### src/peak_pkg.sv
/*
  Stream-side definitions for the peak tagging front end.
  Holds the channel layout, the sample and tag types, and the
  128-bit frame word that is read either as samples or as a tag.
  Modules take it with a wildcard import in their header.
*/

package peak_pkg;

  ////////////////////
  // stream geometry
  ////////////////////

  // four unsigned channels per beat
  localparam int NUM_CHANNELS = 4;
  localparam int CHANNEL_WIDTH = 32;

  // one beat, also the FIFO write width
  localparam int DATA_WIDTH = NUM_CHANNELS * CHANNEL_WIDTH;

  // tag layout
  localparam int NUM_TAGS = 10;
  localparam int INDEX_WIDTH = NUM_TAGS - NUM_CHANNELS;

  ////////////////////
  // types
  ////////////////////

  // one channel sample, unsigned
  typedef logic [CHANNEL_WIDTH-1:0] sample_t;

  // per-frame tag
  // bits 3:0 hit flags, bits 9:4 beat index of the channel 0 peak
  typedef struct packed {
    logic [INDEX_WIDTH-1:0]  peak_index;
    logic [NUM_CHANNELS-1:0] hit_flags;
  } tag_t;

  // FIFO write word, decoded two ways
  // samples view: channel 0 sits in the low bits
  // tag view: zero pad above the tag
  typedef union packed {
    sample_t [NUM_CHANNELS-1:0] samples;
    struct packed {
      logic [DATA_WIDTH-NUM_TAGS-1:0] pad;
      tag_t                           tag;
    } tag;
  } frame_word_u;

endpackage

### src/host_pkg.sv
/*
  Host-side definitions for the strobed read port.
  The microprocessor bus is 16 bits wide; narrower FIFO reads
  are zero-extended to this width.
*/

package host_pkg;

  // host data bus
  localparam int HOST_WIDTH = 16;

  // one word as seen by the processor
  typedef logic [HOST_WIDTH-1:0] host_word_t;

endpackage

### src/peak_tagger.sv
/*
  Cuts the four-channel sample stream into frames of FRAME_LEN beats
  and builds a tag per frame: one above-threshold flag per channel and
  the beat index of the largest channel 0 sample (earliest on ties).
  One output register stage; the tag is valid on the tlast beat.
*/

module peak_tagger
  import peak_pkg::*;
#(
  parameter int FRAME_LEN = 8
) (
  input  logic        clk,
  input  logic        rst_n,

  // threshold level, compared strictly greater
  input  sample_t     thresh,

  // input stream
  input  logic        s_tvalid,
  output logic        s_tready,
  input  frame_word_u s_tdata,

  // tagged output stream
  output logic        t_tvalid,
  input  logic        t_tready,
  output frame_word_u t_tdata,
  output tag_t        t_tuser,
  output logic        t_tlast
);

  // beat counter, same width as the tag index field
  logic [INDEX_WIDTH-1:0]  beat_cnt;
  logic                    last_beat;
  logic                    s_beat;

  // per-beat comparisons
  logic [NUM_CHANNELS-1:0] over_thresh;
  logic                    new_max;

  // running frame state
  tag_t                    run_tag;
  sample_t                 run_max;

  // state including the current beat
  tag_t                    cur_tag;
  sample_t                 cur_max;

  ////////////////////
  // handshake
  ////////////////////

  // accept when the output slot is empty or being drained
  assign s_tready = ~t_tvalid | t_tready;
  assign s_beat = s_tvalid & s_tready;

  assign last_beat = (beat_cnt == INDEX_WIDTH'(FRAME_LEN - 1));

  ////////////////////
  // tag arithmetic
  ////////////////////

  always_comb begin
    for (int ch = 0; ch < NUM_CHANNELS; ch++) begin
      over_thresh[ch] = (s_tdata.samples[ch] > thresh);
    end
  end

  // strictly greater keeps the earliest beat on ties
  // cleared state (max 0, index 0) covers beat 0 as well
  assign new_max = (s_tdata.samples[0] > run_max);

  always_comb begin
    cur_tag.hit_flags = run_tag.hit_flags | over_thresh;
    cur_tag.peak_index = new_max ? beat_cnt : run_tag.peak_index;
    cur_max = new_max ? s_tdata.samples[0] : run_max;
  end

  // counter and running state advance on accepted beats only
  always_ff @(posedge clk) begin
    if (!rst_n) begin
      beat_cnt <= '0;
      run_tag <= '0;
      run_max <= '0;
    end else if (s_beat) begin
      if (last_beat) begin
        // frame done, start clean
        beat_cnt <= '0;
        run_tag <= '0;
        run_max <= '0;
      end else begin
        beat_cnt <= beat_cnt + 1'b1;
        run_tag <= cur_tag;
        run_max <= cur_max;
      end
    end
  end

  ////////////////////
  // output register
  ////////////////////

  always_ff @(posedge clk) begin
    if (!rst_n) begin
      t_tvalid <= 1'b0;
    end else if (s_tready) begin
      t_tvalid <= s_tvalid;
    end
  end

  // payload, qualified by t_tvalid
  always_ff @(posedge clk) begin
    if (s_beat) begin
      t_tdata <= s_tdata;
      t_tuser <= cur_tag;
      t_tlast <= last_beat;
    end
  end

endmodule

### src/sync_fifo_w2n.sv
/*
  Single-clock FIFO, wide write and narrow read.
  Each write stores one DATA_WIDTH word; each read returns one
  READ_WIDTH piece, least significant piece first, one cycle later.
  full and empty are tracked in whole words.
*/

module sync_fifo_w2n
  import peak_pkg::*;
#(
  parameter int FIFO_DEPTH = 16,
  parameter int READ_WIDTH = 16
) (
  input  logic                  clk,
  input  logic                  rst_n,

  // write side
  input  logic                  wr_en,
  input  logic [DATA_WIDTH-1:0] din,
  output logic                  full,

  // read side
  input  logic                  rd_en,
  output logic [READ_WIDTH-1:0] dout,
  output logic                  empty
);

  // pieces per word and pointer widths
  localparam int PIECES = DATA_WIDTH / READ_WIDTH;
  localparam int PIECE_W = $clog2(PIECES);
  localparam int ADDR_W = $clog2(FIFO_DEPTH);

  // word storage
  logic [DATA_WIDTH-1:0] mem [FIFO_DEPTH];

  // write pointer in words, one wrap bit on top
  logic [ADDR_W:0]         wr_ptr;

  // read pointer in pieces, low bits pick the piece
  logic [ADDR_W+PIECE_W:0] rd_ptr;

  logic [ADDR_W:0]         rd_word;
  logic [PIECE_W-1:0]      rd_piece;
  logic [DATA_WIDTH-1:0]   rd_line;

  logic                    do_write;
  logic                    do_read;

  ////////////////////
  // pointers, flags
  ////////////////////

  assign rd_word = rd_ptr[ADDR_W+PIECE_W:PIECE_W];
  assign rd_piece = rd_ptr[PIECE_W-1:0];

  // a word leaves only after its last piece is read
  assign empty = (wr_ptr == rd_word);
  assign full = (wr_ptr[ADDR_W] != rd_word[ADDR_W]) &&
                (wr_ptr[ADDR_W-1:0] == rd_word[ADDR_W-1:0]);

  // overflow and underflow requests are dropped
  assign do_write = wr_en & ~full;
  assign do_read = rd_en & ~empty;

  always_ff @(posedge clk) begin
    if (!rst_n) begin
      wr_ptr <= '0;
      rd_ptr <= '0;
    end else begin
      if (do_write) begin
        wr_ptr <= wr_ptr + 1'b1;
      end
      if (do_read) begin
        rd_ptr <= rd_ptr + 1'b1;
      end
    end
  end

  ////////////////////
  // storage
  ////////////////////

  always_ff @(posedge clk) begin
    if (do_write) begin
      mem[wr_ptr[ADDR_W-1:0]] <= din;
    end
  end

  assign rd_line = mem[rd_word[ADDR_W-1:0]];

  // registered piece, held until the next pop
  always_ff @(posedge clk) begin
    if (!rst_n) begin
      dout <= '0;
    end else if (do_read) begin
      dout <= rd_line[rd_piece*READ_WIDTH +: READ_WIDTH];
    end
  end

endmodule

### src/buf_peak_data.sv
/*
  Buffers tagged frames for a small microprocessor.
  Every accepted beat goes into the FIFO, followed by one zero-padded
  tag word after the frame's last beat. The host pops one piece per
  rising edge of rd_ena and sees it on rd_data the cycle after.
*/

module buf_peak_data
  import peak_pkg::*;
  import host_pkg::*;
#(
  parameter int FIFO_DEPTH = 16,
  parameter int READ_WIDTH = 16
) (
  input  logic        clk,
  input  logic        rst_n,

  // tagged stream in
  input  logic        t_tvalid,
  output logic        t_tready,
  input  frame_word_u t_tdata,
  input  tag_t        t_tuser,
  input  logic        t_tlast,

  // processor read port
  input  logic        rd_ena,
  output logic        rd_ready,
  output host_word_t  rd_data
);

  logic                  rd_ena_d;
  logic                  aux_valid;
  tag_t                  aux_tag;
  frame_word_u           aux_word;

  logic                  t_beat;
  logic                  aux_frame;

  logic                  fifo_full;
  logic                  fifo_empty;
  logic [READ_WIDTH-1:0] fifo_dout;

  ////////////////////
  // write side
  ////////////////////

  // stall the stream while the tag word is pending or no room
  assign t_tready = ~aux_valid & ~fifo_full;
  assign t_beat = t_tvalid & t_tready;

  // tag word goes in once there is space
  assign aux_frame = aux_valid & ~fifo_full;

  always_ff @(posedge clk) begin
    if (!rst_n) begin
      aux_valid <= 1'b0;
    end else if (aux_frame) begin
      aux_valid <= 1'b0;
    end else if (t_beat && t_tlast) begin
      aux_valid <= 1'b1;
    end
  end

  // t_tuser moves on after tlast, keep a copy
  always_ff @(posedge clk) begin
    if (t_beat && t_tlast) begin
      aux_tag <= t_tuser;
    end
  end

  always_comb begin
    aux_word.tag.pad = '0;
    aux_word.tag.tag = aux_tag;
  end

  ////////////////////
  // FIFO
  ////////////////////

  sync_fifo_w2n #(
    .FIFO_DEPTH (FIFO_DEPTH),
    .READ_WIDTH (READ_WIDTH)
  ) i_sync_fifo_w2n (
    .clk   (clk),
    .rst_n (rst_n),
    .wr_en (aux_frame | t_beat),
    .din   (aux_valid ? aux_word : t_tdata),
    .full  (fifo_full),
    .rd_en (rd_ena & ~rd_ena_d),
    .dout  (fifo_dout),
    .empty (fifo_empty)
  );

  ////////////////////
  // read side
  ////////////////////

  // previous strobe level for edge detect
  always_ff @(posedge clk) begin
    if (!rst_n) begin
      rd_ena_d <= 1'b0;
    end else begin
      rd_ena_d <= rd_ena;
    end
  end

  // upper bits zero for 8-bit reads
  assign rd_data = HOST_WIDTH'(fifo_dout);
  assign rd_ready = ~fifo_empty;

endmodule

### src/peak_detect_top.sv
/*
  Top of the peak tagging front end.
  Sample stream goes through the tagger into the frame buffer,
  which the processor drains through the strobed read port.
  Frame length, buffer depth and read width are set here.
*/

module peak_detect_top
  import peak_pkg::*;
  import host_pkg::*;
#(
  parameter int FRAME_LEN = 8,
  parameter int FIFO_DEPTH = 16,
  parameter int READ_WIDTH = 16
) (
  input  logic        clk,
  input  logic        rst_n,

  // threshold level
  input  sample_t     thresh,

  // sample stream in
  input  logic        s_tvalid,
  output logic        s_tready,
  input  frame_word_u s_tdata,

  // processor read port
  input  logic        rd_ena,
  output logic        rd_ready,
  output host_word_t  rd_data
);

  // tagger to buffer
  logic        t_tvalid;
  logic        t_tready;
  frame_word_u t_tdata;
  tag_t        t_tuser;
  logic        t_tlast;

  ////////////////////
  // frame tagging
  ////////////////////

  peak_tagger #(
    .FRAME_LEN (FRAME_LEN)
  ) i_peak_tagger (
    .clk      (clk),
    .rst_n    (rst_n),
    .thresh   (thresh),
    .s_tvalid (s_tvalid),
    .s_tready (s_tready),
    .s_tdata  (s_tdata),
    .t_tvalid (t_tvalid),
    .t_tready (t_tready),
    .t_tdata  (t_tdata),
    .t_tuser  (t_tuser),
    .t_tlast  (t_tlast)
  );

  ////////////////////
  // buffer, host port
  ////////////////////

  buf_peak_data #(
    .FIFO_DEPTH (FIFO_DEPTH),
    .READ_WIDTH (READ_WIDTH)
  ) i_buf_peak_data (
    .clk      (clk),
    .rst_n    (rst_n),
    .t_tvalid (t_tvalid),
    .t_tready (t_tready),
    .t_tdata  (t_tdata),
    .t_tuser  (t_tuser),
    .t_tlast  (t_tlast),
    .rd_ena   (rd_ena),
    .rd_ready (rd_ready),
    .rd_data  (rd_data)
  );

endmodule

### config.mk
export PLATFORM = sky130hd
export DESIGN_NAME = peak_detect_top
export DESIGN_NICKNAME = d
export VERILOG_FILES = /design/src/peak_pkg.sv /design/src/host_pkg.sv /design/src/peak_tagger.sv /design/src/sync_fifo_w2n.sv /design/src/buf_peak_data.sv /design/src/peak_detect_top.sv
export SDC_FILE = /design/constraint.sdc
export NUM_CORES = 2
export LEC_CHECK = 0
export ABC_CLOCK_PERIOD_IN_PS = 10300
export BUFFER_PORTS_ARGS = -buffer_cell sky130_fd_sc_hd__buf_2
export CORE_ASPECT_RATIO = 0.7
export CORE_MARGIN = 3
export CORE_UTILIZATION = 30
export DETAILED_ROUTE_END_ITERATION = 7
export HOLD_SLACK_MARGIN = 0.1
export PLACE_DENSITY = 0.5
export REMOVE_ABC_BUFFERS = 1
export SYNTH_ARGS = -nofsm -noshare
export SYNTH_HDL_FRONTEND = slang
export SYNTH_SLANG_ARGS = --single-unit
### constraint.sdc
create_clock -name clk -period 10.3 [get_ports clk]
set_clock_uncertainty 0.05 [all_clocks]
set_input_delay 1.545 -clock clk [delete_from_list [all_inputs] [get_ports clk]]
set_output_delay 1.545 -clock clk [all_outputs]
set_load 0.02 [all_outputs]
Yosys cells after proc, flatten, opt, wreduce, memory -nomap -nowiden

Memory sizes are Yosys's and may differ from the RTL's. A register that Yosys moved wholly into a read port is not among the register bits.
Index checks and enable logic that the tools add are counted.
Widths: inputs -> output; s select.

Register bits: 229
RAM bits: 2,048
Output and inout port bits: 18
Word-level logic and storage cells: 61
Memories kept: 1

Add/subtract/negate cells: 3
$lt $le $gt $ge: 5
Eq/ne operators: 4
Shifts and indexed selects: 1
Multiplexer cells: 10
Bitwise operators: 16
Reduce and logical (&&, ||, !) cells: 5

Memories:

| memory                              | depth | bits a word | rd ports | clocked after Yosys merged registers in | wr ports | line                | source |
|---|---|---|---|---|---|---|---|
| i_buf_peak_data.i_sync_fifo_w2n.mem | 16    | 128         | 1        | 1                                       | 1        | sync_fifo_w2n.sv:34 | `logic [DATA_WIDTH-1:0] mem [FIFO_DEPTH];` |

Operators with widths:

| cell                | number |
|---|---|
| $gt 32x32->1        | 5 |
| $mux 128            | 1 |
| $shiftx 128x8->16   | 1 |
| $mux 32             | 2 |
| $mux 6              | 2 |
| $mux 10             | 1 |
| $add 8x1->8 const B | 1 |
| $mux 4              | 2 |
| $and 1x1->1         | 7 |
| $add 6x1->6 const B | 1 |
| $eq 6x3->1 const B  | 1 |
| $not 1->1           | 6 |
| $add 5x1->5 const B | 1 |
| $eq 5x5->1          | 1 |
| $eq 4x4->1          | 1 |
| $or 4x4->4          | 1 |
| $logic_and 1x1->1   | 2 |
| $mux 1              | 2 |
| $or 1x1->1          | 2 |
| $reduce_and 2->1    | 1 |
| $reduce_bool 2->1   | 1 |
| $reduce_or 2->1     | 1 |
| $ne 1x1->1          | 1 |

Logic depth before layout (Yosys ltp)

Depth after elaboration: 9
Mapped depth: 13
Depth with buffers taken out: 10

Cells and area by module

A second synthesis with hierarchy kept.

Cell total of the unflattened synthesis: 4,568
Area, all modules: 91,074.8 µm²

Modules (own cells, without submodules):

| module        | instances | cells an instance | area each (µm²) | sequential area each (µm²) |
|---|---|---|---|---|
| sync_fifo_w2n | 1         | 3,629             | 80,006.7        | 62,159.6 |
| peak_tagger   | 1         | 775               | 9,753.1         | 5,154.9 |
| buf_peak_data | 1         | 164               | 1,315.0         | 340.3 |

Worst setup path before layout

No wires, ideal clock.

Path type: reg2reg
Start point: register i_buf_peak_data.i_sync_fifo_w2n.wr_ptr[2]
End point: memory i_buf_peak_data.i_sync_fifo_w2n.mem[3][0] (netlist name) (enable)
Arrival: 10,060 ps
Slack: -583 ps
Stages on the path, launching flop included: 8
Buffers on the path: 1
Period minus slack after synthesis: 10,883 ps
Cells stage by stage: dfxtp_1 > buf_2 > xor2_1 > nor4_2 > and2_1 > nor2_1 > nand2_1 > nor3_1

Longest elaborated chain between the ends: 9
Elaborated cells on any way between the ends: 10
Those cells by class: eq/ne: 1; mux: 2; bitwise: 6; reduce/logical: 1

Ends and longest elaborated chain:

| element                      | line                                                          | source |
|---|---|---|
| start: declaration           | sync_fifo_w2n.sv:37                                           | `logic [ADDR_W:0] wr_ptr;` |
| start signal: assignment     | sync_fifo_w2n.sv:71                                           | `wr_ptr <= wr_ptr + 1'b1;` |
| $eq 4x4->1                   | sync_fifo_w2n.sv:59                                           | `(wr_ptr[ADDR_W-1:0] == rd_word[ADDR_W-1:0]);` |
| $logic_and 1x1->1            | sync_fifo_w2n.sv:58                                           | `assign full = (wr_ptr[ADDR_W] != rd_word[ADDR_W]) &&` |
| $not 1->1                    | sync_fifo_w2n.sv:62, buf_peak_data.sv:48, buf_peak_data.sv:52 |  |
| $and 1x1->1                  | buf_peak_data.sv:48                                           | `assign t_tready = ~aux_valid & ~fifo_full;` |
| $and 1x1->1                  | buf_peak_data.sv:49                                           | `assign t_beat = t_tvalid & t_tready;` |
| $or 1x1->1                   | buf_peak_data.sv:86                                           | `.wr_en (aux_frame \| t_beat),` |
| $and 1x1->1                  | sync_fifo_w2n.sv:62                                           | `assign do_write = wr_en & ~full;` |
| $mux 1                       | sync_fifo_w2n.sv:84                                           | `if (do_write) begin` |
| $mux 1 (not written as such) | sync_fifo_w2n.sv:85                                           | `mem[wr_ptr[ADDR_W-1:0]] <= din;` |
| end: declaration             | sync_fifo_w2n.sv:34                                           |  |

Several ways; a longest one is shown, not always the timed one.

Worst setup path after layout

Start point: input s_tdata[15] (netlist name)
End point: register i_peak_tagger.run_max[19]

Longest elaborated chain between the ends: 3

Ends and longest elaborated chain:

| element                            | line                  | source |
|---|---|---|
| start: declaration                 | peak_detect_top.sv:25 | `input frame_word_u s_tdata,` |
| $gt 32x32->1                       | peak_tagger.sv:71     | `assign new_max = (s_tdata.samples[0] > run_max);` |
| $reduce_bool 2->1 (no source line) | --                    |  |
| $reduce_and 2->1 (no source line)  | --                    |  |
| end signal: assignment             | peak_tagger.sv:94     | `run_max <= cur_max;` |
| end: declaration                   | peak_tagger.sv:43     | `sample_t run_max;` |

No other way between the ends.
A chain may end at the register's enable or synchronous reset.

==> reports/metrics.cfg <==
[logic_synthesis]
muxShareOfSynthArea_pct=16.5
synth-xor-area-share_pct=0.175
syn_avg_cell_area_um2=22.3
ys_warn_count=0
yosys.area.top_type=edfxtp_1
synth.most_common_cell=edfxtp_1
synth_top_cells_by_area=edfxtp_1, mux4_2, ha_1, dfxtp_1, nor2b_1
synth-simple-area-share_pct=2.37
ys_seq_elements=2281
synthTopCellsByCount=edfxtp_1, mux4_2, ha_1, nor2b_1, dfxtp_1
synth_top_family_by_area=multiplexers
synth_top_area_share_pct=73.4
netlist_instances=4025
syn_area_um2=89900
synth_flop_cell=edfxtp_1
synth_seq_area_share_pct=75.3
ys_types=55
async_reset_ff_share_pct=0
synthAdderAreaFrac_pct=2.31
synth_compound_area_share_pct=1.91
synth_edf_count=2197

[floorplan]
start_util_pct=30.3
fp.dieH_um=464
die-area_um2=306000
io_pins=182
rows=167
die_w_um=660
coreArea_um2=297000

[worst_setup_path]
setup.worst_path.end_class=flop
arrival_ns=5.77
critPathMaxFanout=35
critPathMaxStageDelay_ns=1.05
required_ns=11.06
crit_buf_inv=3
crit_slowest_cell=a21boi_0
path_cells=buf_2, ha_1, nand4_1, nor4_2, buf_4, a21boi_0, o31ai_1, nand4_1, and2_1, and4_2, buf_4, a22o_1
crit_family=compound AO/OA/AOI/OAI gates
crit_type=input port to flop
rrSetupSlack_ns=5.50
critPathLaunchType=input port

[clock_network]
cts_inserted_buffers=218
cts.sinks=2281
cts_tree=built
post-cts-setup-buffer-count=0
clockBufferDepth=4
clkTransAtPathRegs_ns=0.07
cts_max_level=4
worstSkewPairLatency_ns=0.87
hold_buffers=0
cts_resized=0
cts_root_buf=clkbuf_16

[sta]
slew_headroom_pct=9.56
finalCritPeriodShare_pct=48.7
finalCriticalPeriod_ns=5.01
finalSetupTns_ns=0
fin_ws_ns=5.29
fmax_mhz=200
timing.final.max_slew_violations=0
rsz0062_at_grt=false
report.final.setup_viol=0
worst-slew-pin-transition_ns=1.34
hold_viol=0

[global_route]
grt_pass1_wl_mm=366
grt_use_total_pct=17.1
grt_pass1_vias=43100
grt_max_degree=142
antenna_found_initial=30
overflow=0

[placement]
gp_congestion=0.774
dp.cells=8065
port_buffers=181
dp_hpwl_mm=151
pre_cts_ws_ns=4.42
dpl_cell_area_um2=95700

[drt]
routedWlPerCell_um=31.3
drtPass1Iterations=5
via_count=43000
vias_per_cell=5.08
ant_nets=0
wl_met3_mm=12.3
wl_met2_mm=127
drtIter0Drc=4501
top_layer=met5
drc_errors=0
totalWireLength_mm=265
met1_length_mm=120

[power]
sw_frac_of_total_pct=21.4
power.internal_uw=15000
p_leak_uw=0.0315
netSwitchingPower_uw=4060
power_frac_clock_pct=41.7
pwr-share-seq_pct=54.5
power.density_nw_per_um2=185
vdd_drop_max_mv=0.128
combinationalPowerShare_pct=3.8

[final_layout]
fillCellCount=27500
layout.cells.non_filler=8462
syn_to_final_growth_pct=14.1
layout-drive-gt1-share_pct=28.0
fin_nets=4644
fin_area_um2=103000
fin_util_pct=34.6

[job]
drv_cap=0

[status]
outcome=completed

[min_path]
hp-class=flop to flop

cells in the final DEF (no fill, tap or decap), types with 18 or more instances in the layout:
| cell type | synthesis | layout |
|---|---|---|
| a21o_1 | 34 | 34 |
| a21oi_1 | 62 | 62 |
| a22o_1 | 54 | 54 |
| and2_1 | 18 | 18 |
| buf_12 | 0 | 22 |
| buf_2 | 68 | 181 |
| buf_4 | 29 | 56 |
| clkbuf_1 | 55 | 50 |
| clkbuf_16 | 0 | 222 |
| clkinv_1 | 0 | 38 |
| clkinv_2 | 0 | 29 |
| dfxtp_1 | 84 | 77 |
| edfxtp_1 | 2197 | 2197 |
| ha_1 | 166 | 166 |
| inv_1 | 77 | 76 |
| mux2i_1 | 34 | 34 |
| mux4_2 | 634 | 634 |
| nand2_1 | 38 | 38 |
| nand3_1 | 18 | 18 |
| nand4_1 | 36 | 36 |
| nor2_1 | 44 | 32 |
| nor2b_1 | 137 | 136 |
| o21ai_0 | 26 | 25 |
sequential cells by signal, indices dropped and copies added, names as in the netlist, 6 cells and up, named ones only:
name / count
i_buf_peak_data.i_sync_fifo_w2n.mem: 2048
i_peak_tagger.beat_cnt: 6
i_peak_tagger.t_tuser: 10
i_buf_peak_data.i_sync_fifo_w2n.rd_ptr: 8
i_buf_peak_data.i_sync_fifo_w2n.dout: 16
i_peak_tagger.run_max: 32
i_peak_tagger.t_tdata: 128
i_peak_tagger.run_tag: 10
i_buf_peak_data.aux_tag: 10
per-stage QoR:
stage | total power [uW] | hold slack, ns
6_report | 19000 | 0.373
5_1_grt | 19600 | 0.393
4_1_cts | 19200 | 0.374
3_5_place_dp | 11300 | 0.358
3_3_place_gp | 11300 | 0.361
2_1_floorplan | 10900 | 0.350
power groups by stage:
stage	registers (uW)	clock network, uW	logic (uW)
3_5_place_dp	10600	0	747
4_1_cts	10400	8120	749
3_3_place_gp	10600	0	733
2_1_floorplan	10600	0	351
6_report	10400	7920	731
5_1_grt	10400	8490	795
path summary, 6_finish.rpt:
path / cells past startpoint / endpoint / from
worst max-delay path: 12 / i_peak_tagger.run_max[19] / s_tdata[15]
worst min-delay path: 0 / i_buf_peak_data.aux_tag[3] / i_peak_tagger.t_tuser[3]
worst max register to register: 7 / i_buf_peak_data.i_sync_fifo_w2n.dout[8] / flop
worst min register to register: 0 / i_buf_peak_data.aux_tag[3] / i_peak_tagger.t_tuser[3]
routing by layer:
metal	GRT usage (%)	vias up
met1	24.8	23900
met2	27.4	1186
met5	0	-
met3	2.20	313
li1	-	17600
met4	3.83	2
layout make-up:
type / instances / area (um2) / share of cell area (%)
Inverter: 77 / 297 / 0.289
Multi-Input combinational cell: 1477 / 21000 / 20.5
Antenna cell: 8 / 20.0 / 0.0195
Clock inverter: 104 / 948 / 0.924
Tap cell: 3971 / 4970 / 4.84
Sequential cell: 2281 / 67700 / 66.0
Timing Repair Buffer: 259 / 1770 / 1.72
Clock buffer: 285 / 5920 / 5.77
cell families (layout without fill, tap and decap cells):
| family | after synthesis | after routing |
|---|---|---|
| adders and majority gates | 166 | 166 |
| DFF | 2281 | 2281 |
| and+or+nand+nor | 361 | 361 |
| other | 0 | 8 |
| AOI/OAI and AO/OA | 248 | 248 |
| muxes | 684 | 684 |
| xor gates and xnor gates | 18 | 18 |
| buffers and inverters | 267 | 725 |
(Power assumes the default switching activity.)
